<file path="src/hdl/arcade_av_pkg.sv">
package arcade_av_pkg;

	// ==================================================
	// Video and audio widths
	// ==================================================
	localparam int CORE_COLOR_W = 3;
	localparam int OUT_COLOR_W  = 6;
	localparam int AUDIO_W      = 10;

	typedef logic [CORE_COLOR_W-1:0] core_color_t;
	typedef logic [OUT_COLOR_W-1:0]  out_color_t;
	typedef logic [AUDIO_W-1:0]      audio_t;

	// ==================================================
	// Clock enable dividers
	// ==================================================
	localparam int PIX_DIV      = 6;  // Pixel rate from clk_sys
	localparam int STAR_PHASE_A = 3;
	localparam int STAR_PHASE_B = 5;
	localparam int SND_DIV      = 20; // Sound CPU rate

	localparam int PIX_CNT_W = $clog2(PIX_DIV);
	localparam int SND_CNT_W = $clog2(SND_DIV);

endpackage

</file>
<file path="src/hdl/arcade_input_pkg.sv">
package arcade_input_pkg;

	// ==================================================
	// Keyboard buttons
	// ==================================================
	typedef enum logic [3:0] {
		BTN_UP,
		BTN_DOWN,
		BTN_LEFT,
		BTN_RIGHT,
		BTN_COIN,
		BTN_ONE_PLAYER,
		BTN_TWO_PLAYERS,
		BTN_FIRE1,
		BTN_FIRE2,
		BTN_FIRE3
	} button_e;

	localparam int NUM_BUTTONS = 10;

	typedef logic [NUM_BUTTONS-1:0] button_vec_t; // One flag per button_e

	// Record from the PS/2 side
	typedef struct packed {
		logic       toggle;   // Flips on every new record
		logic       pressed;
		logic       extended;
		logic [7:0] code;
	} ps2_key_t;

	// Set 2 scan codes
	localparam logic [7:0] KEY_UP    = 8'h75;
	localparam logic [7:0] KEY_DOWN  = 8'h72;
	localparam logic [7:0] KEY_LEFT  = 8'h6B;
	localparam logic [7:0] KEY_RIGHT = 8'h74;
	localparam logic [7:0] KEY_ESC   = 8'h76;
	localparam logic [7:0] KEY_F1    = 8'h05;
	localparam logic [7:0] KEY_F2    = 8'h06;
	localparam logic [7:0] KEY_CTRL  = 8'h14;
	localparam logic [7:0] KEY_ALT   = 8'h11;
	localparam logic [7:0] KEY_SPACE = 8'h29;

	// ==================================================
	// Joystick and core button word
	// ==================================================
	typedef logic [7:0] joy_t; // Bit 5 is fire2, not used by this core

	localparam int JOY_RIGHT = 0;
	localparam int JOY_LEFT  = 1;
	localparam int JOY_DOWN  = 2;
	localparam int JOY_UP    = 3;
	localparam int JOY_FIRE1 = 4;

	// Active low at the core
	typedef struct packed {
		logic two_players;
		logic fire;
		logic coin;
		logic one_player;
		logic right;
		logic left;
		logic down;
		logic up;
	} core_buttons_t;

endpackage
</file>
<file path="src/hdl/arcade_io_top.sv">
module arcade_io_top
	import arcade_input_pkg::*, arcade_av_pkg::*;
(
	input  logic          clk_sys,
	input  logic          reset,
	input  logic          reset_req,
	input  logic          menu_reset,
	input  logic          rotate,
	input  ps2_key_t      ps2_key,
	input  joy_t          joy0,
	input  joy_t          joy1,
	input  core_color_t   core_r,
	input  core_color_t   core_g,
	input  core_color_t   core_b,
	input  logic          core_hs,
	input  logic          core_vs,
	input  logic          core_hblank,
	input  logic          core_vblank,
	input  audio_t        audio_in,
	output logic          ce_pix,
	output logic          ce_star,
	output logic          ce_snd,
	output core_buttons_t core_buttons,
	output logic          core_reset,
	output out_color_t    vga_r,
	output out_color_t    vga_g,
	output out_color_t    vga_b,
	output logic          vga_hs,
	output logic          vga_vs,
	output logic          audio_l,
	output logic          audio_r
);

	logic        key_evt;
	button_e     key_btn;
	logic        key_pressed;
	button_vec_t btn_state;

	// ==================================================
	// Timing and reset
	// ==================================================
	clk_enables u_clk_enables (
		.clk_sys (clk_sys),
		.reset   (reset),
		.ce_pix  (ce_pix),
		.ce_star (ce_star),
		.ce_snd  (ce_snd)
	);

	always_ff @(posedge clk_sys) begin
		if (reset)
			core_reset <= 1'b0;
		else
			core_reset <= reset_req | menu_reset; // Button or OSD request
	end

	// ==================================================
	// Controls
	// ==================================================
	ps2_key_decoder u_ps2_key_decoder (
		.clk_sys     (clk_sys),
		.reset       (reset),
		.ps2_key     (ps2_key),
		.key_evt     (key_evt),
		.key_btn     (key_btn),
		.key_pressed (key_pressed)
	);

	button_latch u_button_latch (
		.clk_sys     (clk_sys),
		.reset       (reset),
		.key_evt     (key_evt),
		.key_btn     (key_btn),
		.key_pressed (key_pressed),
		.btn_state   (btn_state)
	);

	control_mapper u_control_mapper (
		.btn_state    (btn_state),
		.joy0         (joy0),
		.joy1         (joy1),
		.rotate       (rotate),
		.core_buttons (core_buttons)
	);

	// ==================================================
	// Video and audio
	// ==================================================
	video_blank u_video_blank (
		.clk_sys     (clk_sys),
		.reset       (reset),
		.ce_pix      (ce_pix),
		.core_r      (core_r),
		.core_g      (core_g),
		.core_b      (core_b),
		.core_hs     (core_hs),
		.core_vs     (core_vs),
		.core_hblank (core_hblank),
		.core_vblank (core_vblank),
		.vga_r       (vga_r),
		.vga_g       (vga_g),
		.vga_b       (vga_b),
		.vga_hs      (vga_hs),
		.vga_vs      (vga_vs)
	);

	sigma_delta_dac u_sigma_delta_dac (
		.clk_sys   (clk_sys),
		.reset     (reset),
		.audio_in  (audio_in),
		.audio_out (audio_l)
	);

	assign audio_r = audio_l; // Mono core

endmodule

</file>
<file path="src/hdl/sigma_delta_dac.sv">
module sigma_delta_dac
	import arcade_av_pkg::*;
(
	input  logic   clk_sys,
	input  logic   reset,
	input  audio_t audio_in,
	output logic   audio_out
);

	// ==================================================
	// First-order modulator
	// ==================================================
	logic [AUDIO_W:0] acc; // Top bit holds the last carry

	always_ff @(posedge clk_sys) begin
		if (reset)
			acc <= '0;
		else
			acc <= {1'b0, acc[AUDIO_W-1:0]} + {1'b0, audio_in};
	end

	// Carry density equals audio_in / 2**AUDIO_W
	assign audio_out = acc[AUDIO_W];

endmodule

</file>
<file path="src/hdl/video_blank.sv">
module video_blank
	import arcade_av_pkg::*;
(
	input  logic        clk_sys,
	input  logic        reset,
	input  logic        ce_pix,
	input  core_color_t core_r,
	input  core_color_t core_g,
	input  core_color_t core_b,
	input  logic        core_hs,
	input  logic        core_vs,
	input  logic        core_hblank,
	input  logic        core_vblank,
	output out_color_t  vga_r,
	output out_color_t  vga_g,
	output out_color_t  vga_b,
	output logic        vga_hs,
	output logic        vga_vs
);

	logic blank;

	assign blank = core_hblank | core_vblank;

	// Replicate the narrow colour to full scale, black in blanking
	function automatic out_color_t expand(input core_color_t c, input logic blk);
		return blk ? '0 : {(OUT_COLOR_W / CORE_COLOR_W){c}};
	endfunction

	always_ff @(posedge clk_sys) begin
		if (reset) begin
			vga_r  <= '0;
			vga_g  <= '0;
			vga_b  <= '0;
			vga_hs <= 1'b0;
			vga_vs <= 1'b0;
		end else if (ce_pix) begin
			vga_r  <= expand(core_r, blank);
			vga_g  <= expand(core_g, blank);
			vga_b  <= expand(core_b, blank);
			vga_hs <= core_hs; // Syncs unchanged
			vga_vs <= core_vs;
		end
	end

endmodule

</file>
<file path="src/hdl/control_mapper.sv">
module control_mapper
	import arcade_input_pkg::*;
(
	input  button_vec_t   btn_state,
	input  joy_t          joy0,
	input  joy_t          joy1,
	input  logic          rotate,
	output core_buttons_t core_buttons
);

	logic m_up;
	logic m_down;
	logic m_left;
	logic m_right;
	logic m_fire;
	core_buttons_t active;   // Active-high form before inversion

	// Keyboard and both joysticks merged
	assign m_up    = btn_state[BTN_UP]    | joy0[JOY_UP]    | joy1[JOY_UP];
	assign m_down  = btn_state[BTN_DOWN]  | joy0[JOY_DOWN]  | joy1[JOY_DOWN];
	assign m_left  = btn_state[BTN_LEFT]  | joy0[JOY_LEFT]  | joy1[JOY_LEFT];
	assign m_right = btn_state[BTN_RIGHT] | joy0[JOY_RIGHT] | joy1[JOY_RIGHT];
	assign m_fire  = btn_state[BTN_FIRE1] | joy0[JOY_FIRE1] | joy1[JOY_FIRE1];

	always_comb begin
		active = '0;

		// Rotated cabinet turns the stick a quarter
		if (rotate) begin
			active.up    = m_left;
			active.down  = m_right;
			active.left  = m_down;
			active.right = m_up;
		end else begin
			active.up    = m_up;
			active.down  = m_down;
			active.left  = m_left;
			active.right = m_right;
		end

		active.fire        = m_fire;
		active.coin        = btn_state[BTN_COIN];
		active.one_player  = btn_state[BTN_ONE_PLAYER];
		active.two_players = btn_state[BTN_TWO_PLAYERS];
	end

	// Core inputs are pulled up, pressed reads low
	assign core_buttons = core_buttons_t'(~active);

endmodule

</file>
<file path="src/hdl/button_latch.sv">
module button_latch
	import arcade_input_pkg::*;
(
	input  logic        clk_sys,
	input  logic        reset,
	input  logic        key_evt,
	input  button_e     key_btn,
	input  logic        key_pressed,
	output button_vec_t btn_state
);

	// ==================================================
	// Held button flags
	// ==================================================

	// Make and break codes each touch a single flag
	always_ff @(posedge clk_sys) begin
		if (reset)
			btn_state <= '0; // Everything released
		else if (key_evt)
			btn_state[key_btn] <= key_pressed;
	end

endmodule

</file>
<file path="src/hdl/ps2_key_decoder.sv">
module ps2_key_decoder
	import arcade_input_pkg::*;
(
	input  logic     clk_sys,
	input  logic     reset,
	input  ps2_key_t ps2_key,
	output logic     key_evt,
	output button_e  key_btn,
	output logic     key_pressed
);

	ps2_key_t key_q;     // Input sampled once
	logic     toggle_q;  // Toggle seen on the previous record
	logic     new_rec;
	logic     hit;
	button_e  btn;

	// Input register
	always_ff @(posedge clk_sys)
		key_q <= ps2_key;

	assign new_rec = (key_q.toggle != toggle_q);

	// Scan code lookup
	always_comb begin
		hit = 1'b1;
		btn = BTN_UP;
		case (key_q.code)
			KEY_UP:    btn = BTN_UP;
			KEY_DOWN:  btn = BTN_DOWN;
			KEY_LEFT:  btn = BTN_LEFT;
			KEY_RIGHT: btn = BTN_RIGHT;
			KEY_ESC:   btn = BTN_COIN;
			KEY_F1:    btn = BTN_ONE_PLAYER;
			KEY_F2:    btn = BTN_TWO_PLAYERS;
			KEY_SPACE: btn = BTN_FIRE1;
			KEY_ALT:   btn = BTN_FIRE2;
			KEY_CTRL:  btn = BTN_FIRE3;
			default:   hit = 1'b0; // Unknown key is ignored
		endcase
	end

	// Event on a toggle change with a known code
	always_ff @(posedge clk_sys) begin
		toggle_q <= key_q.toggle;
		if (reset)
			key_evt <= 1'b0;
		else
			key_evt <= new_rec && hit;
	end

	always_ff @(posedge clk_sys) begin
		if (new_rec) begin
			key_btn     <= btn;
			key_pressed <= key_q.pressed;
		end
	end

endmodule

</file>
<file path="src/hdl/clk_enables.sv">
module clk_enables
	import arcade_av_pkg::*;
(
	input  logic clk_sys,
	input  logic reset,
	output logic ce_pix,
	output logic ce_star,
	output logic ce_snd
);

	logic [PIX_CNT_W-1:0] pix_cnt;
	logic [SND_CNT_W-1:0] snd_cnt;

	// Free-running dividers
	always_ff @(posedge clk_sys) begin
		if (reset) begin
			pix_cnt <= '0;
			snd_cnt <= '0;
		end else begin
			if (pix_cnt == PIX_CNT_W'(PIX_DIV - 1))
				pix_cnt <= '0;
			else
				pix_cnt <= pix_cnt + 1'b1;

			if (snd_cnt == SND_CNT_W'(SND_DIV - 1))
				snd_cnt <= '0;
			else
				snd_cnt <= snd_cnt + 1'b1;
		end
	end

	// Strobes decoded from the counts, one cycle wide
	always_ff @(posedge clk_sys) begin
		if (reset) begin
			ce_pix  <= 1'b0;
			ce_star <= 1'b0;
			ce_snd  <= 1'b0;
		end else begin
			ce_pix  <= (pix_cnt == '0);
			ce_star <= (pix_cnt == PIX_CNT_W'(STAR_PHASE_A)) ||
			           (pix_cnt == PIX_CNT_W'(STAR_PHASE_B)); // Two star phases per pixel
			ce_snd  <= (snd_cnt == SND_CNT_W'(SND_DIV - 1));
		end
	end

endmodule

</file>
<file path="config.mk">
export PLATFORM = sky130hd
export DESIGN_NAME = arcade_io_top
export DESIGN_NICKNAME = d
export VERILOG_FILES = /design/src/hdl/arcade_av_pkg.sv /design/src/hdl/arcade_input_pkg.sv /design/src/hdl/arcade_io_top.sv /design/src/hdl/sigma_delta_dac.sv /design/src/hdl/video_blank.sv /design/src/hdl/control_mapper.sv /design/src/hdl/button_latch.sv /design/src/hdl/ps2_key_decoder.sv /design/src/hdl/clk_enables.sv
export SDC_FILE = /design/constraint.sdc
export NUM_CORES = 1
export LEC_CHECK = 0
export ABC_AREA = 1
export BUFFER_PORTS_ARGS = -buffer_cell sky130_fd_sc_hd__buf_2
export CORE_MARGIN = 2
export CORE_UTILIZATION = 46
export DETAILED_ROUTE_END_ITERATION = 8
export GPL_ROUTABILITY_DRIVEN = 1
export PLACE_DENSITY = 0.76
export SLEW_MARGIN = 15
export SYNTH_ARGS = -nofsm -noshare
export SYNTH_HDL_FRONTEND = slang
export SYNTH_HIERARCHICAL = 1
export SYNTH_SLANG_ARGS = --single-unit
export TNS_END_PERCENT = 100
</file>
<file path="constraint.sdc">
create_clock -name clk_sys -period 1.4 [get_ports clk_sys]
set_input_delay 0.14 -clock clk_sys [delete_from_list [all_inputs] [get_ports clk_sys]]
set_output_delay 0.14 -clock clk_sys [all_outputs]
set_load 0.03 [all_outputs]
</file>
Word level (Yosys, flattened, before mapping)
Index checks and enable logic that the tools add are counted.

Word-level logic and storage cells: 68. Output and inout bits: 34. Bits in registers: 70. Input bits: 55.

Reduce and logical (&&, ||, !) cells: 7. Add/subtract/negate cells: 3. Multiplexer cells: 9. Equality and inequality tests: 14. Magnitude comparators: 2. Bitwise gates (word level): 13.

Operators with widths (count): $eq A8 B7 Y1 const B (5); $pmux W4 S9 (1); $mux W6 (3); $eq A8 B3 Y1 const B (2); $eq A8 B5 Y1 const B (2); $or A1 B1 Y1 (12); $add A10 B10 Y11 (1); $bwmux W10 (1); $reduce_or A10 Y1 (1); $eq A8 B6 Y1 const B (1); $not A8 Y8 (1); $add A5 B1 Y5 const B (1); $eq A5 B5 Y1 const B (1); $lt A4 B5 Y1 const B (1); $demux W1 S4 (1); $ge A4 B1 Y1 const B (1); $mux W4 (1); $reduce_or A2 Y1 (2); $add A3 B1 Y3 const B (1); $eq A3 B2 Y1 const B (1); $eq A3 B3 Y1 const B (1); $logic_not A3 Y1 (1); $logic_and A1 B1 Y1 (2); $mux W1 (2); 2 further kinds (2).

Longest topological paths before layout
Depth after elaboration: 5. Gate-level depth with buffers: 11. Mapped depth without buffers: 11.

By module
Netlist, hierarchy kept.

Modules (own cells, without submodules): sigma_delta_dac (seq. area each 220.2 µm², instances 1, cells an instance 114, area each 767.0 µm²); ps2_key_decoder (seq. area each 390.4 µm², instances 1, cells an instance 77, area each 666.9 µm²); button_latch (seq. area each 200.2 µm², instances 1, cells an instance 80, area each 480.5 µm²); video_blank (seq. area each 220.2 µm², instances 1, cells an instance 59, area each 473.0 µm²); clk_enables (seq. area each 220.2 µm², instances 1, cells an instance 53, area each 450.4 µm²); control_mapper (seq. area each 0.0 µm², instances 1, cells an instance 25, area each 105.1 µm²); arcade_io_top (seq. area each 20.0 µm², instances 1, cells an instance 4, area each 35.0 µm²).

Worst setup path after synthesis
Ideal clock, no wire load.

Kind: reg2reg. Start: register u_sigma_delta_dac.acc[0]. End: register u_sigma_delta_dac.acc[8]. Data required time: 1286 ps. Arrival time: 1412 ps. Slack: -126 ps. Buffers on the path: 0. Cell stages (with the launch flop): 11. Setup time: 114 ps. Clock period less this slack: 1526 ps. Cell sequence: dfxtp_1 ha_1 inv_1 fa_1 nand3b_1 nand2_1 nand2_1 nand2_2 nand2_1 nand2_1 nor2_2.

Word-level cells in the longest chain between the ends: 1.

Ends and longest elaborated chain: from (decl) (line sigma_delta_dac.sv:13) `logic [AUDIO_W:0] acc;`; from (signal assigned) (line sigma_delta_dac.sv:19) `acc <= {1'b0, acc[AUDIO_W-1:0]} + {1'b0, audio_in};`; $add A10 B10 Y11 (line sigma_delta_dac.sv:19).

Every way passes these cells. A chain may end at the register's enable or synchronous reset.

Final worst setup path
Start: register u_sigma_delta_dac.acc[0]. End: register u_sigma_delta_dac.acc[4].

Same word-level chain as after synthesis.

==> run summary <==
The flow ran to the end, but the final reports show violations. The checks that failed: negative setup slack. The run gives 0 as the remaining number of nets flagged by the antenna check after routing. For the count of endpoints failing hold in the final timing report, the log shows 0.

After legalization and detailed placement, the total HPWL measured 4137 um. Timing would allow up to 635.7 MHz. The tools report the startpoint kind of the worst setup timing path as a flip-flop. The number of antenna violations at the first check in global routing was 0.

The ratio of cells with drive above 1 in the final layout is 0.2857, and the wire length of the first global-routing pass is 9549 um. The tools report the final layout net count as 562. The tools report the sequential share of power as 0.407.

Along the worst path, the maximum fanout reaches 3. For the worst-skew pair, the clock arrives at the later sink with an insertion delay of 0.33 ns. Max-cap violations in this run came to 0.

OpenSTA, run right after detailed placement, puts the worst setup slack at -0.1964 ns. In this run the cell area measured after placement is 3326 um2. Counting stages on the worst path, the most repeated cell is sky130_fd_sc_hd__buf_4. The count of endpoints failing setup in the final report was 4; the effective utilization at floorplan was 0.4827.

The maximum number of pins on one net before global-route repair is 23, and the via density per instance is 4.622. In this run the mean area of a mapped cell was 7.265 um2. For the pin with the worst max-slew slack, the measured transition is 0.3612 ns. Critical path capture point type: a flip-flop. The longest clock path from root to sink contains 2 buffers. Clock tree synthesis selected as its root buffer the cell sky130_fd_sc_hd__clkbuf_8. For this run, the number of Yosys warnings is 6. The logs give 0.9344 mV for the peak supply drop and 60 for the initial detailed-routing violation count. The design draws 4.808 mW. Type of the setup path with the least slack: reg2reg.

The part of the cycle the worst path needs works out to 1.124. The highest metal layer carrying signal wires in the routed design is met4. On the critical path the largest part of the delay comes from adder cells. The run gives 0 as the count of pins over their slew limit. The total net switching power is 1.530 mW, and the cell count after synthesis is 398. After detailed routing, the number of remaining DRC violations is 0. The placement row count was 28. The run gives 2626 um as the detailed route wirelength on metal2.

In this run the power density over the cells is 1293 nW/um2. The remaining global-route overflow came out at 0. The detailed-router iteration count before antenna repair came out at 4. For the worst slew slack as a fraction of its limit, the log shows 0.7560. The delay of the slowest cell on the worst path was 0.34 ns. The number of clock buffers added by TritonCTS is 9. STA puts the critical path data required time at 1.66 ns. Internal power comes to 3.278 mW. From synthesis to final layout, the design area changed by 28.60%. Traced cell by cell, the critical path runs through ha_4 -> inv_2 -> fa_2 -> nand3b_1 -> nand2_2 -> buf_4 -> buf_4 -> o21ai_1 -> a21oi_1.

The minimum clock period after layout was 1.573 ns; the count of buffers from port buffering was 81. The tools report the total negative setup slack as -0.5446 ns. Detailed routing placed a total of 370 um of wire on met3. Between clock sinks in the finished design, the worst skew comes to 0.006443 ns. The setup slack after layout is -0.1730 ns, and the proportion of power drawn by the clock network is 0.342. The tightest min-delay check is of the in2reg type. The final RePlAce weighted congestion was 0.8338; the post-synth net total was 468. After detailed routing, the average wire length per cell comes to 9.860 um. The cell area after technology mapping is 2892 um2. The finished layout cell area was 3719 um2. The clock slew seen by the registers of the worst setup and hold paths was 0.07 ns. The wire length the detailed router placed on met1 was 2568 um; the routed via count was 2,644.

The run gives 1.876 nW as the cell leakage power. The number of sinks on the clock net was 59; the vertical extent of the die was 83.29 um. The filler cells instantiated in the layout total 536. The number of buffers and inverters on the critical path is 3. TritonCTS built the clock tree. The H-tree was split into 3 levels. Aggregate global-route resource usage: 0.1638. The run gives 0 as the count of antenna diodes in the layout. The combinational share of power came out at 0.250. The run gives 5640 um as the final routed wirelength across all metal layers. The arrival time of the worst setup path is 1.84 ns. The floorplan step defined a die boundary enclosing 6936 um2. The switching share of total power came out at 0.3182. In this run the count of I/O pins placed on the die edge is 89.

The setup check on the worst reg-to-reg path leaves a slack of -0.17 ns. Setup repair after global routing could not meet its margin everywhere. The largest individual stage delay along the critical path comes from the cell sky130_fd_sc_hd__dfxtp_2. The die is 83.29 um wide. The region available for standard cell placement spans 5991 um2. The number of global-route vias before repair came out at 2,313.
tightest hold or removal path, delay by kind of cell:
family / cells / cell delay [ns]
buffers and inverters: 1 / 0.07
and+or+nand+nor: 2 / 0.11
flip-flops by register name, summed over array words and instances (netlist names), 3 cells and up:
| name | cells |
|---|---|
| u_sigma_delta_dac/acc | 11 |
| u_ps2_key_decoder/key_btn | 4 |
| u_clk_enables/snd_cnt | 5 |
| u_clk_enables/pix_cnt | 3 |
| u_video_blank/vga_g | 3 |
| u_ps2_key_decoder/key_q | 10 |
| u_video_blank/vga_r | 3 |
| u_button_latch/btn_state | 8 |
| u_video_blank/vga_b | 3 |
cell type report:
cell class / count / area [um2] / area share
Clock buffer: 10 / 148.9 / 0.04004
Sequential cell: 59 / 1232 / 0.3314
Multi-Input combinational cell: 271 / 1425 / 0.3832
Inverter: 55 / 206.4 / 0.05552
Clock inverter: 6 / 68.82 / 0.01851
Timing Repair Buffer: 96 / 543.0 / 0.1460
Tap cell: 75 / 93.84 / 0.02524
stage by stage:
stage,instances,hold slack [ns],util
floorplan,398,0.1677,-
global placement,544,0.2422,0.5551
detailed placement,544,0.2436,0.5551
CTS,571,0.01403,0.6117
global route,572,0.02360,0.6207
finish,572,0.02821,0.6207
cells in the final DEF (no fill, tap or decap), types with 7 or more instances in the layout:
| master | count |
|---|---|
| sky130_fd_sc_hd__nand2_1 | 91 |
| sky130_fd_sc_hd__dfxtp_1 | 53 |
| sky130_fd_sc_hd__o21ai_1 | 12 |
| sky130_fd_sc_hd__dlygate4sd3_1 | 10 |
| sky130_fd_sc_hd__nor2_2 | 12 |
| sky130_fd_sc_hd__buf_2 | 81 |
| sky130_fd_sc_hd__nand3_1 | 20 |
| sky130_fd_sc_hd__clkbuf_8 | 9 |
| sky130_fd_sc_hd__inv_1 | 49 |
| sky130_fd_sc_hd__ha_1 | 9 |
| sky130_fd_sc_hd__nand2_2 | 9 |
| sky130_fd_sc_hd__nor2_1 | 66 |
| sky130_fd_sc_hd__a21oi_1 | 20 |
| sky130_fd_sc_hd__nand4_1 | 7 |
power by group through the flow:
| stage | clock network [mW] | logic (mW) | registers [mW] |
|---|---|---|---|
| after floorplan | 0 | 0.774 | 2.06 |
| after global placement | 0 | 1.07 | 1.98 |
| after detailed placement | 0 | 1.09 | 1.99 |
| after CTS | 1.70 | 1.14 | 1.95 |
| after global routing | 1.78 | 1.36 | 1.97 |
| final | 1.65 | 1.20 | 1.96 |
timing repair:
| action | CTS | global route |
|---|---|---|
| setup endpoints to repair | 4 | 6 |
| buffers inserted | 1 | 1 |
| endpoints found under the hold margin | 10 | 0 |
| hold buffers | 10 | 0 |
| gates resized for setup | 4 | 8 |
| pin swaps | 3 | 5 |
final timing paths:
path                                                  start                         end  cells past startpoint
worst max-delay path               u_sigma_delta_dac/acc[0]    u_sigma_delta_dac/acc[4]                      9
worst min-delay path                                core_hs        u_video_blank/vga_hs                      3
worst max register to register     u_sigma_delta_dac/acc[0]    u_sigma_delta_dac/acc[4]                      9
worst min register to register  u_ps2_key_decoder/key_q[10]  u_ps2_key_decoder/toggle_q                      0
metal layers:
layer	vias to the layer above	track usage
met1	1126	0.1988
li1	1424	-
met5	-	0
met4	0	0.05514
met2	85	0.2705
met3	9	0.05666
No activity file was read; power rests on OpenSTA's default activity.
